===== src/include/bp_defines.svh =====
// ------------------------------------------------
// branch predictor configuration macros
// table geometry, update credits and address
// bit positions used to index the history banks
// ------------------------------------------------

`ifndef BP_DEFINES_SVH
`define BP_DEFINES_SVH

// fetch and branch address width
`define BP_VLEN 32

// instruction slots per fetch block, one bank each
`define BP_SLOTS 2
`define BP_SLOT_BITS 1

// table geometry
`define BP_ENTRIES 64
`define BP_ROWS (`BP_ENTRIES / `BP_SLOTS)
`define BP_ROW_BITS 5

// update credits, equal to the queue depth
`define BP_CREDITS 4

// ------------------------------------------------
// address bit positions
// ------------------------------------------------
// bit 0 is never used with compressed instructions
`define BP_PC_OFFSET 1
`define BP_SLOT_LSB `BP_PC_OFFSET
`define BP_ROW_LSB (`BP_SLOT_LSB + `BP_SLOT_BITS)
`define BP_ROW_MSB (`BP_ROW_LSB + `BP_ROW_BITS - 1)

`endif


===== src/rtl/bp_pred_pkg.sv =====
// ------------------------------------------------
// lookup-side types of the branch history table
// 2-bit saturating counter and slot vectors
// ------------------------------------------------

`default_nettype none

`include "bp_defines.svh"

package bp_pred_pkg;

  // counter states, high bit gives the prediction
  typedef enum logic [1:0] {
    SAT_STRONG_NT = 2'b00,
    SAT_WEAK_NT   = 2'b01,
    SAT_WEAK_T    = 2'b10,
    SAT_STRONG_T  = 2'b11
  } sat_cnt_t;

  // one bit per slot of a fetch block
  typedef logic [`BP_SLOTS-1:0] slot_mask_t;

  // slot number inside a fetch block
  typedef logic [`BP_SLOT_BITS-1:0] slot_idx_t;

endpackage

`default_nettype wire


===== src/rtl/bp_upd_pkg.sv =====
// ------------------------------------------------
// update-side types of the branch predictor
// resolved branch opcodes and the queue state
// ------------------------------------------------

`default_nettype none

package bp_upd_pkg;

  // ------------------------------------------------
  // resolved branch opcodes from execute
  // ------------------------------------------------
  // taken and not taken also mark the entry valid
  typedef enum logic [1:0] {
    OP_TAKEN      = 2'd0,
    OP_NOT_TAKEN  = 2'd1,
    // drops the entry back to weakly taken
    OP_INVALIDATE = 2'd2
  } upd_op_e;

  // ------------------------------------------------
  // update queue flush sequencer
  // ------------------------------------------------
  typedef enum logic {
    UQ_RUN   = 1'b0,
    UQ_FLUSH = 1'b1
  } uq_state_e;

endpackage

`default_nettype wire


===== src/rtl/bp_update_queue.sv =====
// ------------------------------------------------
// update queue for resolved branches
// credit based FIFO, one pop per cycle, routes
// each popped entry to the bank of its slot
// ------------------------------------------------

`default_nettype none

`include "bp_defines.svh"

module bp_update_queue
  import bp_upd_pkg::*;
(
  input  wire logic                   clk_i,
  input  wire logic                   rst_ni,
  input  wire logic                   flush_i,
  input  wire logic                   debug_mode_i,
  input  wire logic                   upd_valid_i,
  input  wire upd_op_e                upd_op_i,
  input  wire logic [`BP_VLEN-1:0]    upd_pc_i,
  output logic                        upd_credit_o,
  output logic [`BP_SLOTS-1:0]        bank_we_o,
  output logic [`BP_ROW_BITS-1:0]     bank_row_o,
  output upd_op_e                     bank_op_o
);

  localparam int unsigned PTR_BITS = (`BP_CREDITS > 1) ? $clog2(`BP_CREDITS) : 1;
  localparam int unsigned CNT_BITS = $clog2(`BP_CREDITS + 1);
  // slot and row bits of the address are all we keep
  localparam int unsigned IDX_BITS = `BP_SLOT_BITS + `BP_ROW_BITS;

  upd_op_e             op_q  [`BP_CREDITS];
  logic [IDX_BITS-1:0] idx_q [`BP_CREDITS];

  logic [PTR_BITS-1:0] wr_ptr_q;
  logic [PTR_BITS-1:0] rd_ptr_q;
  logic [CNT_BITS-1:0] count_q;
  logic [CNT_BITS-1:0] count_d;
  uq_state_e           state_q;
  uq_state_e           state_d;

  logic                push;
  logic                pop;
  logic                drop;
  logic [IDX_BITS-1:0] head_idx;

  function automatic logic [PTR_BITS-1:0] ptr_next(input logic [PTR_BITS-1:0] ptr);
    if (ptr == PTR_BITS'(`BP_CREDITS - 1)) begin
      return '0;
    end
    return ptr + 1'b1;
  endfunction

  // ------------------------------------------------
  // push and pop
  // ------------------------------------------------
  // the sender never exceeds its credits, so a push always has room
  assign push    = upd_valid_i;
  assign pop     = (count_q != '0);
  assign count_d = count_q + CNT_BITS'(push) - CNT_BITS'(pop);

  // every pop returns a credit, applied or not
  assign upd_credit_o = pop;

  // discard while flushing or in debug mode
  assign drop = flush_i || (state_q == UQ_FLUSH) || debug_mode_i;

  assign head_idx   = idx_q[rd_ptr_q];
  assign bank_row_o = head_idx[IDX_BITS-1:`BP_SLOT_BITS];
  assign bank_op_o  = op_q[rd_ptr_q];

  // one-hot bank select from the slot bits
  always_comb begin
    bank_we_o = '0;
    if (pop && !drop) begin
      bank_we_o[head_idx[`BP_SLOT_BITS-1:0]] = 1'b1;
    end
  end

  // ------------------------------------------------
  // flush sequencer
  // ------------------------------------------------
  always_comb begin
    state_d = state_q;
    case (state_q)
      UQ_RUN: begin
        if (flush_i) begin
          state_d = UQ_FLUSH;
        end
      end
      UQ_FLUSH: begin
        // stay until everything queued so far is gone
        if (!flush_i && (count_d == '0)) begin
          state_d = UQ_RUN;
        end
      end
      default: state_d = UQ_RUN;
    endcase
  end

  always_ff @(posedge clk_i or negedge rst_ni) begin
    if (!rst_ni) begin
      wr_ptr_q <= '0;
      rd_ptr_q <= '0;
      count_q  <= '0;
      state_q  <= UQ_RUN;
    end else begin
      count_q <= count_d;
      state_q <= state_d;
      if (push) begin
        wr_ptr_q <= ptr_next(wr_ptr_q);
      end
      if (pop) begin
        rd_ptr_q <= ptr_next(rd_ptr_q);
      end
    end
  end

  // entry storage
  always_ff @(posedge clk_i) begin
    if (push) begin
      op_q[wr_ptr_q]  <= upd_op_i;
      idx_q[wr_ptr_q] <= upd_pc_i[`BP_ROW_MSB:`BP_SLOT_LSB];
    end
  end

endmodule

`default_nettype wire


===== src/rtl/bht_bank.sv =====
// ------------------------------------------------
// branch history bank for one fetch slot
// valid bit plus 2-bit saturating counter per row,
// combinational read, one update per cycle
// ------------------------------------------------

`default_nettype none

`include "bp_defines.svh"

module bht_bank
  import bp_pred_pkg::*;
  import bp_upd_pkg::*;
(
  input  wire logic                    clk_i,
  input  wire logic                    rst_ni,
  input  wire logic                    flush_i,
  input  wire logic [`BP_ROW_BITS-1:0] rd_row_i,
  input  wire logic                    we_i,
  input  wire logic [`BP_ROW_BITS-1:0] wr_row_i,
  input  wire upd_op_e                 wr_op_i,
  output logic                         valid_o,
  output logic                         taken_o
);

  logic     valid_q [`BP_ROWS];
  sat_cnt_t cnt_q   [`BP_ROWS];

  sat_cnt_t cnt_cur;
  sat_cnt_t cnt_nxt;
  logic     valid_nxt;

  // ------------------------------------------------
  // lookup
  // ------------------------------------------------
  assign valid_o = valid_q[rd_row_i];
  // high counter bit means taken
  assign taken_o = cnt_q[rd_row_i][1];

  // ------------------------------------------------
  // counter update
  // ------------------------------------------------
  always_comb begin
    cnt_cur   = cnt_q[wr_row_i];
    cnt_nxt   = cnt_cur;
    valid_nxt = valid_q[wr_row_i];
    case (wr_op_i)
      OP_TAKEN: begin
        valid_nxt = 1'b1;
        // saturate at strongly taken
        if (cnt_cur != SAT_STRONG_T) begin
          cnt_nxt = sat_cnt_t'(cnt_cur + 2'd1);
        end
      end
      OP_NOT_TAKEN: begin
        valid_nxt = 1'b1;
        // saturate at strongly not taken
        if (cnt_cur != SAT_STRONG_NT) begin
          cnt_nxt = sat_cnt_t'(cnt_cur - 2'd1);
        end
      end
      OP_INVALIDATE: begin
        valid_nxt = 1'b0;
        cnt_nxt   = SAT_WEAK_T;
      end
      default: begin
        cnt_nxt   = cnt_cur;
        valid_nxt = valid_q[wr_row_i];
      end
    endcase
  end

  // ------------------------------------------------
  // table state
  // ------------------------------------------------
  always_ff @(posedge clk_i or negedge rst_ni) begin
    if (!rst_ni) begin
      for (int r = 0; r < `BP_ROWS; r++) begin
        valid_q[r] <= 1'b0;
        cnt_q[r]   <= SAT_STRONG_NT;
      end
    end else if (flush_i) begin
      // evict everything, a write in the same cycle is lost
      for (int r = 0; r < `BP_ROWS; r++) begin
        valid_q[r] <= 1'b0;
        cnt_q[r]   <= SAT_WEAK_T;
      end
    end else if (we_i) begin
      valid_q[wr_row_i] <= valid_nxt;
      cnt_q[wr_row_i]   <= cnt_nxt;
    end
  end

endmodule

`default_nettype wire


===== src/rtl/bp_pred_select.sv =====
// ------------------------------------------------
// prediction select for one fetch block
// masks raw slot predictions and finds the first
// taken slot at or after the fetch start slot
// ------------------------------------------------

`default_nettype none

`include "bp_defines.svh"

module bp_pred_select
  import bp_pred_pkg::*;
(
  input  wire logic [`BP_VLEN-1:0]  vpc_i,
  input  wire logic [`BP_SLOTS-1:0] slot_valid_i,
  input  wire logic [`BP_SLOTS-1:0] slot_taken_i,
  output logic [`BP_SLOTS-1:0]      pred_valid_o,
  output logic [`BP_SLOTS-1:0]      pred_taken_o,
  output logic                      br_taken_o,
  output logic [`BP_SLOT_BITS-1:0]  br_slot_o
);

  slot_idx_t  start_slot;
  slot_mask_t hit;
  slot_mask_t from_start;

  // fetch may start in the middle of the block
  assign start_slot = vpc_i[`BP_SLOT_LSB +: `BP_SLOT_BITS];

  // an invalid entry never predicts taken
  assign hit = slot_valid_i & slot_taken_i;

  assign pred_valid_o = slot_valid_i;
  assign pred_taken_o = hit;

  // slots the fetch actually covers
  always_comb begin
    from_start = '0;
    for (int s = 0; s < `BP_SLOTS; s++) begin
      from_start[s] = (slot_idx_t'(s) >= start_slot);
    end
  end

  // ------------------------------------------------
  // first taken slot, lowest index wins
  // ------------------------------------------------
  always_comb begin
    br_taken_o = 1'b0;
    br_slot_o  = '0;
    for (int s = 0; s < `BP_SLOTS; s++) begin
      if (!br_taken_o && hit[s] && from_start[s]) begin
        br_taken_o = 1'b1;
        br_slot_o  = slot_idx_t'(s);
      end
    end
  end

endmodule

`default_nettype wire


===== src/rtl/bp_top.sv =====
// ------------------------------------------------
// branch history predictor top level
// update queue, one history bank per slot and the
// first taken slot select
// ------------------------------------------------

`default_nettype none

`include "bp_defines.svh"

module bp_top
  import bp_upd_pkg::*;
(
  input  wire logic                  clk_i,
  input  wire logic                  rst_ni,
  input  wire logic                  flush_i,
  input  wire logic                  debug_mode_i,
  input  wire logic [`BP_VLEN-1:0]   vpc_i,
  input  wire logic                  upd_valid_i,
  input  wire upd_op_e               upd_op_i,
  input  wire logic [`BP_VLEN-1:0]   upd_pc_i,
  output logic                       upd_credit_o,
  output logic [`BP_SLOTS-1:0]       pred_valid_o,
  output logic [`BP_SLOTS-1:0]       pred_taken_o,
  output logic                       br_taken_o,
  output logic [`BP_SLOT_BITS-1:0]   br_slot_o
);

  logic [`BP_SLOTS-1:0]    bank_we;
  logic [`BP_ROW_BITS-1:0] bank_row;
  upd_op_e                 bank_op;
  logic [`BP_ROW_BITS-1:0] rd_row;
  logic [`BP_SLOTS-1:0]    slot_valid;
  logic [`BP_SLOTS-1:0]    slot_taken;

  // every bank reads the same row
  assign rd_row = vpc_i[`BP_ROW_MSB:`BP_ROW_LSB];

  bp_update_queue i_update_queue (
    .clk_i        (clk_i),
    .rst_ni       (rst_ni),
    .flush_i      (flush_i),
    .debug_mode_i (debug_mode_i),
    .upd_valid_i  (upd_valid_i),
    .upd_op_i     (upd_op_i),
    .upd_pc_i     (upd_pc_i),
    .upd_credit_o (upd_credit_o),
    .bank_we_o    (bank_we),
    .bank_row_o   (bank_row),
    .bank_op_o    (bank_op)
  );

  // ------------------------------------------------
  // one bank per slot
  // ------------------------------------------------
  for (genvar i = 0; i < `BP_SLOTS; i++) begin : gen_banks
    bht_bank i_bank (
      .clk_i    (clk_i),
      .rst_ni   (rst_ni),
      .flush_i  (flush_i),
      .rd_row_i (rd_row),
      .we_i     (bank_we[i]),
      .wr_row_i (bank_row),
      .wr_op_i  (bank_op),
      .valid_o  (slot_valid[i]),
      .taken_o  (slot_taken[i])
    );
  end

  bp_pred_select i_pred_select (
    .vpc_i        (vpc_i),
    .slot_valid_i (slot_valid),
    .slot_taken_i (slot_taken),
    .pred_valid_o (pred_valid_o),
    .pred_taken_o (pred_taken_o),
    .br_taken_o   (br_taken_o),
    .br_slot_o    (br_slot_o)
  );

endmodule

`default_nettype wire


===== config.mk =====
export PLATFORM = sky130hd
export DESIGN_NAME = bp_top
export DESIGN_NICKNAME = d
export VERILOG_FILES = /design/src/rtl/bp_pred_pkg.sv /design/src/rtl/bp_upd_pkg.sv /design/src/rtl/bp_update_queue.sv /design/src/rtl/bht_bank.sv /design/src/rtl/bp_pred_select.sv /design/src/rtl/bp_top.sv
export VERILOG_INCLUDE_DIRS = /design/src /design/src/include
export SDC_FILE = /design/constraint.sdc
export NUM_CORES = 1
export LEC_CHECK = 0
export BUFFER_PORTS_ARGS = -buffer_cell sky130_fd_sc_hd__buf_2
export CAP_MARGIN = 20
export CORE_ASPECT_RATIO = 2
export CORE_MARGIN = 2
export CORE_UTILIZATION = 40
export CTS_BUF_LIST = sky130_fd_sc_hd__clkbuf_8
export DETAILED_ROUTE_END_ITERATION = 8
export GPL_ROUTABILITY_DRIVEN = 0
export PLACE_DENSITY_LB_ADDON = 0.08
export RECOVER_POWER = 25
export SKIP_CTS_REPAIR_TIMING = 1
export SLEW_MARGIN = 10
export SYNTH_ARGS = -nofsm -noshare
export SYNTH_HDL_FRONTEND = slang
export SYNTH_SLANG_ARGS = --single-unit

===== constraint.sdc =====
create_clock -name clk_i -period 3.4 [get_ports clk_i]
set_input_delay 0 -clock clk_i [delete_from_list [all_inputs] [get_ports clk_i]]
set_output_delay 0 -clock clk_i [all_outputs]
set_load 0.02 [all_outputs]

; ---- After elaboration in Yosys (flattened, before gate mapping)
; Memories as Yosys holds them, arrays and structs flattened.
; Cells that the tools add are included.
[classes]
add_sub_neg = 8
n_mul = 0
div = 0
magnitude_cmp = 7
eq_ne = 6
shift = 0
n_mux = 67
bitwise = 4
reduce_logical = 20
[ops]
columns = operator, n
row1 = $mux W64, 4
row2 = $bwmux W64, 2
row3 = $mux W32, 4
row4 = $bwmux W32, 2
row5 = $bmux W2 S5, 4
row6 = $mux W2, 18
row7 = $mux W1, 21
row8 = $bmux W1 S5, 4
row9 = $ge A6 B6 Y1 const B, 2
row10 = $not A5 Y6, 2
row11 = $pmux W2 S3, 2
row12 = $demux W2 S5, 1
row13 = $add A2 B1 Y2 const B, 4
row14 = $reduce_bool A2 Y1, 4
row15 = $logic_and A1 B1 Y1, 7
row16 = $eq A2 B2 Y1 const B, 3
row17 = $lt A6 B1 Y1 const B, 1
row18 = $pmux W1 S2, 3
row19 = $demux W1 S5, 1
row20 = $ne A2 B2 Y1 const B, 2
row21 = $sub A2 B1 Y2 const B, 2
row22 = $add A3 B1 Y3, 1
row23 = $logic_not A1 Y1, 3
row24 = $logic_not A3 Y1, 1
row25 = other kinds (12), 14
[word_totals]
regBits = 200
latch_bits = 0
ram_bits = 32
romBits = 0
input_bits = 71
wordCells = 246
mem_count = 2
[memory_table]
columns = memory, words, word_bits, rd, rd_ports_with_merged_regs, write_ports, line
row1 = i_update_queue.idx_q, 4, 6, 1, 0, 1, bp_update_queue.sv:33  ; logic [IDX_BITS-1:0] idx_q [`BP_CREDITS];
row2 = i_update_queue.op_q, 4, 2, 1, 0, 1, bp_update_queue.sv:32  ; upd_op_e op_q [`BP_CREDITS];

; ---- Depth between registers and ports, before layout
; Gate-level depths: netlist of the first run.
[logic_depth]
depth_word = 11
mapped_depth = 15

; ---- Modules after synthesis
; A second synthesis of the first run with hierarchy kept.
[hier_totals]
cells_unflattened = 1291
area_unflattened_um2 = 14103.5
[by_module_without_submodules]
columns = mod, instances, cells_per_inst, area_per_inst_um2
row1 = bht_bank at gen_banks[0].i_bank, 1, 638, 6269.8
row2 = bht_bank at gen_banks[1].i_bank, 1, 556, 6117.1
row3 = bp_update_queue, 1, 88, 1669.1
row4 = bp_pred_select, 1, 9, 47.5

; ---- Worst setup path after synthesis of the first run
; Ideal clock, no wire load.
[synth_timing]
path_type = register -> register
start = reg i_update_queue.rd_ptr_q[1]
end = reg gen_banks[0].i_bank.cnt_q[56] in the netlist's numbering
setup_time_ps = 76
arrival_ps = 2860
t_required_ps = 3324
setup_slack_ps = 464
path_stages_with_launch = 12
period_less_slack_ps = 2936
path_cell_list = dfrtp_1 -> mux4_2 -> buf_4 -> buf_6 -> mux2i_1 -> mux2i_1 -> o22ai_1 -> or4_1 -> maj3_2 -> o21a_2 -> buf_6 -> o21ai_2
[synth_between]
elab_chain_len = 11
elab_cells_between_ends = 31
classes_between = add/sub: 2 / order compare: 4 / eq/ne: 3 / mux: 14 / bitwise: 1 / reduce/logical: 5 / memory: 2
[synth_lines]
columns = element, line
row1 = start: declaration, bp_update_queue.sv:36  ; logic [PTR_BITS-1:0] rd_ptr_q;
row2 = start signal: assignment, bp_update_queue.sv:114  ; rd_ptr_q <= ptr_next(rd_ptr_q);
row3 = $mem_v2 Z4 W6, n/a
row4 = $not A5 Y6 (implied by the code), "bht_bank.sv:44, bht_bank.sv:90"
row5 = $bmux W2 S5, bht_bank.sv:44  ; cnt_cur = cnt_q[wr_row_i];
row6 = $mux W2 (implied by the code) (2 in a row), bht_bank.sv:44
row7 = $sub A2 B1 Y2 (tied with other cells), bht_bank.sv:59  ; cnt_nxt = sat_cnt_t'(cnt_cur - 2'd1);
row8 = "$mux W2, on equally long branches", "bht_bank.sv:58, bht_bank.sv:51"
row9 = $pmux W2 S3, bht_bank.sv:47  ; case (wr_op_i)
row10 = $bwmux W64, bht_bank.sv:90  ; cnt_q[wr_row_i] <= cnt_nxt;
row11 = $mux W64, bht_bank.sv:88  ; end else if (we_i) begin
row12 = $mux W64, bht_bank.sv:82  ; end else if (flush_i) begin
row13 = end signal: indexed assignment, bht_bank.sv:90
row14 = end: declaration, bht_bank.sv:27  ; sat_cnt_t cnt_q [`BP_ROWS];
; Parallel ways exist; a longest one is shown, timed or not. The select of a mux whose other input is x is not followed.
; A chain may end at the register's enable or synchronous reset.

; ---- Worst setup path in the final report of the first run
[layout_timing]
start = mem i_update_queue.idx_q[0][2] in the netlist's numbering
end = reg gen_banks[0].i_bank.cnt_q[62] in the netlist's numbering
[layout_between]
elab_chain_len = 11
elab_cells_between_ends = 20
classes_between = add/sub: 2 / order compare: 2 / eq/ne: 1 / mux: 11 / bitwise: 1 / reduce/logical: 2 / memory: 1
[layout_lines]
columns = element, line
row1 = start: declaration, bp_update_queue.sv:33
row2 = $mem_v2 Z4 W6 *, n/a
row3 = $not A5 Y6 (implied by the code) *, "bht_bank.sv:44, bht_bank.sv:90"
row4 = $bmux W2 S5, bht_bank.sv:44
row5 = $mux W2 (implied by the code) (2 in a row), bht_bank.sv:44
row6 = $sub A2 B1 Y2 (tied with other cells), bht_bank.sv:59
row7 = "$mux W2, on equally long branches", "bht_bank.sv:58, bht_bank.sv:51"
row8 = $pmux W2 S3, bht_bank.sv:47
row9 = $bwmux W64 *, bht_bank.sv:90
row10 = $mux W64 *, bht_bank.sv:88
row11 = $mux W64 *, bht_bank.sv:82
; Every way passes the cells marked *; elsewhere a longest branch is shown, timed or not. The select of a mux whose other input is x is not followed.

==> results of run 1 <==
==> layer usage <==
| layer | GRT usage, % | share of wire [%] | up-vias |
|---|---|---|---|
| met5 | 0 | 0 | - |
| met4 | 8.36 | 3.1 | 0 |
| met3 | 3.03 | 3.7 | 74 |
| met2 | 36.1 | 49 | 224 |
| met1 | 31.3 | 44 | 4700 |
| li1 | - | - | 4302 |
==> power groups by stage <==
stage | combinational (µW) | clock, µW | sequential, µW
after floorplan | 3100 | 0 | 3050
final | 5390 | 2510 | 3020
after global routing | 5690 | 2700 | 3030
after global placement | 4890 | 0 | 3060
after CTS | 4940 | 2580 | 3020
after detailed placement | 4930 | 0 | 3070
==> Yosys cell counts, types with 3 or more instances <==
| library cell | instances | area share (%) |
|---|---|---|
| inv_1 | 13 | 0.39 |
| a21oi_1 | 42 | 1.7 |
| a221o_1 | 4 | 0.32 |
| o22ai_1 | 27 | 1.3 |
| nor2b_1 | 16 | 0.79 |
| o21ai_1 | 18 | 0.71 |
| nand3b_1 | 92 | 5.4 |
| o211ai_1 | 3 | 0.18 |
| buf_4 | 10 | 0.59 |
| mux2_2 | 9 | 0.80 |
| nor3b_1 | 4 | 0.24 |
| buf_1 | 8 | 0.24 |
| buf_2 | 14 | 0.55 |
| o21ai_0 | 117 | 4.6 |
| maj3_2 | 3 | 0.27 |
| nor2_1 | 42 | 1.2 |
| a211oi_1 | 13 | 0.77 |
| and2_1 | 4 | 0.20 |
| buf_6 | 13 | 1.2 |
| mux4_2 | 52 | 9.2 |
| nand2b_1 | 47 | 2.3 |
| nand2_1 | 68 | 2.0 |
| nand3_1 | 3 | 0.12 |
| ha_1 | 7 | 0.69 |
| or2_2 | 9 | 0.44 |
| o21ai_2 | 39 | 2.7 |
| edfxtp_1 | 32 | 7.6 |
| nor3_1 | 34 | 1.3 |
| clkbuf_1 | 33 | 0.98 |
| mux2i_1 | 125 | 9.9 |
| dfrtp_1 | 200 | 39 |
==> critical path: stages, from the launching register on <==
cell	delay, ns
edfxtp_1	0.44
mux4_4	0.77
buf_12	0.21
mux2i_1	0.11
mux2i_1	0.23
o22ai_1	0.11
or4_4	0.55
maj3_2	0.31
o21a_4	0.23
buf_12	0.18
o21ai_1	0.13
==> per-stage QoR <==
step	area (µm²)	std cells	setup WS [ns]	hold WS (ns)	setup TNS (ns)
after detailed placement	13500	1556	-0.0455	0.109	-0.159
after CTS	14300	1620	-0.0599	-0.503	-0.343
after global placement	13500	1556	0.0307	0.0958	0
final	14500	1639	0.0197	0.228	0
after floorplan	12700	1126	0.464	-0.296	0
after global routing	14500	1639	-0.0809	0.248	-2.82
==> cells by family (layout without fill, tap and decap cells) <==
family / Yosys count / count (layout) / synth area share [%]
AO/OA/AOI/OAI: 274 / 274 / 13.0
adder cells (fa/ha/maj): 11 / 11 / 1.12
buffers and inverters: 93 / 183 / 3.98
AND/OR/NAND/NOR: 328 / 328 / 14.7
flip-flops: 232 / 232 / 47.1
XOR/XNOR: 2 / 2 / 0.138
multiplexers: 186 / 186 / 19.9
==> worst max-delay path by stage <==
| stage | startpoint | end |
|---|---|---|
| finish | i_update_queue.idx_q[0][2]$_DFFE_PP_ | gen_banks[0].i_bank.cnt_q[62]$_DFFE_PN0P_ |
| global route | i_update_queue.idx_q[0][2]$_DFFE_PP_ | gen_banks[0].i_bank.cnt_q[2]$_DFFE_PN0P_ |
| CTS | i_update_queue.idx_q[0][2]$_DFFE_PP_ | gen_banks[0].i_bank.cnt_q[60]$_DFFE_PN0P_ |
| detailed placement | i_update_queue.idx_q[0][2]$_DFFE_PP_ | gen_banks[0].i_bank.cnt_q[60]$_DFFE_PN0P_ |
| global placement | i_update_queue.idx_q[0][2]$_DFFE_PP_ | gen_banks[0].i_bank.cnt_q[60]$_DFFE_PN0P_ |
| floorplan | i_update_queue.rd_ptr_q[1]$_DFFE_PN0N_ | gen_banks[0].i_bank.cnt_q[56]$_DFFE_PN0P_ |
==> final cells by class <==
cell class | count | area, µm² | share of cell area (%)
multi-input cells | 801 | 6250 | 43.0
flip-flops and latches | 232 | 5970 | 41.0
clock inverters | 20 | 145 | 0.998
clock buffers | 44 | 606 | 4.16
well taps | 423 | 529 | 3.64
repair buffers | 106 | 997 | 6.86
inverters | 13 | 48.8 | 0.336
==> sequential cells by signal, indices dropped and copies added, names as in the netlist <==
name and cells:
i_update_queue.idx_q 24, gen_banks.i_bank.cnt_q 128, gen_banks.i_bank.valid_q 64, i_update_queue.wr_ptr_q 2, i_update_queue.op_q 8, i_update_queue.count_q 3
i_update_queue.rd_ptr_q 2, i_update_queue.state_q 1
==> impl_metrics.py, run 1 <==
metrics = {
    "floorplanning": {
        "start_util_pct": 40.5,
        "ioPinCount": 78,
        "dieArea_um2": 33200,
        "die_h_um": 256,
        "rows": 92,
        "die_w_um": 130,
        "core_area_um2": 31300,
    },
    "synth": {
        "synth_edf_count": 32,
        "synth.distinct_cells": 51,
        "netlist_instances": 1126,
        "synthFlopType": "dfrtp_1",
        "synth-seq-cells": 232,
        "synth_area_um2": 12700,
        "synth_warnings": 0,
        "avgSynthCellArea_um2": 11.3,
        "synth-seq-area-share_pct": 47.1,
        "synth_nets": 1205,
        "async_flop_share_pct": 86.2,
    },
    "final_layout": {
        "final_cell_mix": "dfrtp_1, mux2i_1, o21ai_0",
        "drive_gt1_share_pct": 22.2,
        "syn_to_final_growth_pct": 14.7,
        "utilization_pct": 46.4,
        "n_antenna_cell": 0,
        "layout_commonest_cell": "dfrtp_1",
        "n_fill_cell": 2968,
        "final_nets": 1271,
    },
    "clock_tree": {
        "clock-sinks": 232,
        "clkSlewWorstSetupHoldPaths_ns": 0.06,
        "clk_path_buf_depth": 3,
        "cts_tree": "yes",
        "numCtsBuffers": 38,
        "clock_latency_ns": 0.57,
        "cts_root_buffer": "clkbuf_8",
        "h-tree-depth": 2,
    },
    "setup_path": {
        "r2r_end": "gen_banks[0].i_bank.cnt_q[62]$_DFFE_PN0P_",
        "critPathRequiredTime_ns": 3.88,
        "setup.worst_path.class": "register to register",
        "startpoint_type": "register",
        "reg2reg_depth": 10,
        "reg2reg_setup_slack_ns": 0.02,
        "end_kind": "register",
        "timing.rr.start": "i_update_queue.idx_q[0][2]$_DFFE_PP_",
        "crit_fanout": 16,
        "arrival_ns": 3.86,
    },
    "global_routing": {
        "grt_max_degree": 110,
        "antenna_found_initial": 0,
        "overflow": 0,
        "grt_usage_pct": 22.6,
        "grt_pass1_wl_um": 57000,
        "first_global_vias": 9281,
    },
    "detailed_routing": {
        "wl_per_cell_um": 22.7,
        "drc_errors": 0,
        "routed_wl_um": 37200,
        "route.antenna.remaining_nets": 0,
        "vias": 9300,
        "drt_iter0_drc": 798,
        "drt_first_pass_iters": 5,
        "via_per_inst": 5.67,
    },
    "run_status": {
        "status": "finished, violations left",
        "failed_checks": "capacitance limit, slew limit",
    },
    "min_path": {
        "hold_depth": 2,
        "hp-start": "upd_pc_i[1]",
        "min-delay-path-class": "primary input to register",
        "hold_path_end": "i_update_queue.idx_q[2][0]$_DFFE_PP_",
    },
    "power": {
        "combPwrFrac_pct": 49.3,
        "internal_power_uw": 6360,
        "p_leak_uw": 0.00565,
        "p_switching_uw": 4550,
        "seq_power_share_pct": 27.6,
        "cellPowerDensity_nw_per_um2": 751,
        "peakVddDrop_uv": 500,
        "pwr-share-clk_pct": 23.0,
        "total_power_uw": 10900,
        "swShare_pct": 41.7,
    },
    "sta": {
        "maxSlewViolCount": 83,
        "tightest_slew_ns": 2.26,
        "skew_ns": 0.0269,
        "post-route-period-util_pct": 99.4,
        "max_freq_mhz": 296,
        "slew_headroom_pct": -50.7,
        "hold_viol": 0,
        "period_needed_ns": 3.38,
        "rsz0062_at_grt": "yes",
        "setup_violations": 0,
    },
    "place": {
        "dp_hpwl_um": 24900,
        "numPortBuffers": 25,
    },
    "flow_run": {
        "max-cap-violations": 1,
    },
}
(Power assumes the default switching activity.)
==> run 2: changes to the inputs <==
--- a/config.mk
+++ b/config.mk
@@ -14,6 +14,7 @@
 export CTS_BUF_LIST = sky130_fd_sc_hd__clkbuf_8
 export DETAILED_ROUTE_END_ITERATION = 8
 export GPL_ROUTABILITY_DRIVEN = 0
+export MAX_ROUTING_LAYER = met4
 export PLACE_DENSITY_LB_ADDON = 0.08
 export RECOVER_POWER = 25
 export SKIP_CTS_REPAIR_TIMING = 1
==> run 2 against run 1 <==
  * The run ends with capacitance limit, slew limit, setup timing left
  * Cell count is essentially flat
  * Utilization increased by 0.26 points
  * Final area grew 0.56%
  * Global-route usage is 0.67 points higher
  * Combinational power increased by 2%
  * Worst hold slack got worse by 0.0011 ns
  * Setup slack worse by 0.038 ns
  * Critical path depth rose by 2
==> impl_metrics.py, run 2 (same netlist as run 1, synthesis figures left out) <==
metrics = {
    "run_status": {
        "status": "finished, violations left",
        "failed_checks": "capacitance limit, slew limit, setup timing",
    },
    "global_routing": {
        "grt_max_degree": 110,
        "antenna_found_initial": 0,
        "grt_util_met3_pct": 3.03,
        "overflow": 0,
        "grt_busiest_layer": "met2",
        "grt_use_met2_pct": 36.0,
        "first_global_vias": 9276,
        "met1_usage_pct": 31.4,
        "grt_pass1_wl_um": 57000,
        "grt_usage_pct": 23.3,
    },
    "detailed_routing": {
        "drt_first_pass_iters": 5,
        "route.antenna.remaining_nets": 0,
        "vias": 9383,
        "drt_iter0_drc": 758,
        "drc_errors": 0,
        "routed_wl_um": 37200,
        "via_per_inst": 5.72,
        "wl_per_cell_um": 22.7,
    },
    "clock_tree": {
        "clk_path_buf_depth": 3,
        "clock-sinks": 232,
        "cts_root_buffer": "clkbuf_8",
        "cts_tree": "yes",
        "numCtsBuffers": 38,
        "clock_latency_ns": 0.57,
        "clkSlewWorstSetupHoldPaths_ns": 0.06,
        "h-tree-depth": 2,
    },
    "floorplanning": {
        "core_area_um2": 31300,
        "die_w_um": 130,
        "start_util_pct": 40.5,
        "rows": 92,
        "ioPinCount": 78,
        "die_h_um": 256,
        "dieArea_um2": 33200,
    },
    "power": {
        "peakVddDrop_uv": 504,
        "cellPowerDensity_nw_per_um2": 753,
        "p_leak_uw": 0.00567,
    },
    "sta": {
        "rsz0062_at_grt": "yes",
        "timing.hold.ws_ns": 0.227,
        "max_freq_mhz": 293,
        "skew_ns": 0.0280,
        "slew_headroom_pct": -48.6,
        "tightest_slew_ns": 2.23,
        "maxSlewViolCount": 83,
        "setup_violations": 2,
        "layout_setup_ws_ns": -0.0187,
        "hold_viol": 0,
        "period_needed_ns": 3.42,
        "post-route-period-util_pct": 101,
    },
    "place": {
        "place_area_um2": 13500,
        "dp_hpwl_um": 24900,
        "place_ws_ns": -0.0455,
        "dp.cells": 1556,
        "numPortBuffers": 25,
    },
    "final_layout": {
        "utilization_pct": 46.7,
        "largest_reg_flops": 128,
        "final_cell_mix": "dfrtp_1, mux2i_1, nand3b_1",
        "top_regs": "gen_banks.i_bank.cnt_q x128, gen_banks.i_bank.valid_q x64, i_update_queue.idx_q x24",
        "syn_to_final_growth_pct": 15.4,
        "largest-register": "gen_banks.i_bank.cnt_q",
        "layout_commonest_cell": "dfrtp_1",
        "finalNonFillerCells": 1640,
        "drive_gt1_share_pct": 23.2,
        "design_area_um2": 14600,
        "n_antenna_cell": 0,
        "final_nets": 1272,
    },
    "setup_path": {
        "startpoint_type": "register",
        "arrival_ns": 3.88,
        "setup.worst_path.class": "register to register",
        "cpPeakStageDelay_ns": 0.77,
        "path_common_cell": "buf_12",
        "path_cells": "mux4_4, buf_12, clkbuf_16, mux2i_1, mux2i_2, o22ai_2, nor4_2, buf_4, nor2_1, maj3_2, buf_12, o21ai_1",
        "crit_fanout": 16,
        "critPathSlowestCell": "mux4_4",
        "end_kind": "register",
        "critPathRequiredTime_ns": 3.86,
    },
    "flow_run": {
        "max-cap-violations": 1,
    },
    "min_path": {
        "min-delay-path-class": "primary input to register",
    },
}
run 2: changes by cell type in the layout (fill, tap and decap cells not counted), moves of 2 or more:
cell and change:
o21ai_1 +3, buf_12 +3, o21ai_2 +8, buf_6 -2, o21ai_0 -11
run 2: final cells by class:
cell class | instances | area (µm²)
fillers | 2971 | 16700
multi-input cells | 801 | 6290
flip-flops and latches | 232 | 5970
repair buffers | 107 | 1030
clock buffers | 44 | 606
well taps | 423 | 529
clock inverters | 20 | 145
inverters | 13 | 48.8
run 2: metal layers:
metal | up-vias | part of all wire (%)
met1 | 4758 | 43
met2 | 241 | 49
met4 | 0 | 3.4
li1 | 4309 | -
met3 | 75 | 3.8
met5 | - | 0
run 2: final timing paths:
path	startpoint	endpoint	slack (ns)	cells after the start
worst max-delay path	i_update_queue.idx_q[0][2]$_DFFE_PP_	gen_banks[0].i_bank.cnt_q[17]$_DFFE_PN0P_	-0.02	12
worst min-delay path	upd_pc_i[1]	i_update_queue.idx_q[2][0]$_DFFE_PP_	0.23	2
worst max register to register	i_update_queue.idx_q[0][2]$_DFFE_PP_	gen_banks[0].i_bank.cnt_q[17]$_DFFE_PN0P_	-0.02	12
worst min register to register	i_update_queue.state_q$_DFF_PN0_	i_update_queue.state_q$_DFF_PN0_	0.51	2
max in group asynchronous	rst_ni	i_update_queue.rd_ptr_q[0]$_DFFE_PN0N_	1.36	3
min in group asynchronous	rst_ni	gen_banks[0].i_bank.valid_q[11]$_DFFE_PN0P_	0.63	2
run 2: through the flow:
stage          power (µW)  TNS [ns]
6_report            11000   -0.0295
5_1_grt             11500     -1.63
4_1_cts             10500    -0.343
3_5_place_dp         8000    -0.159
3_3_place_gp         7950         0
2_1_floorplan        6140         0
run 2: worst max-delay path: cells and delay by family (launching register included):
kind                     cells  cell delay (ns)
buffers and inverters        4             0.70
AO/OA/AOI/OAI                2             0.28
AND/OR/NAND/NOR              2             0.32
adder cells (fa/ha/maj)      1             0.37
flip-flops                   1             0.44
multiplexers                 3             1.19
run 2: where the power goes:
part / total [µW] / switching, µW / internal [µW]
Combinational: 5490 / 3340 / 2150
Sequential: 3020 / 69.6 / 2950
Clock: 2500 / 1170 / 1330
Total: 11000 / 4580 / 6430
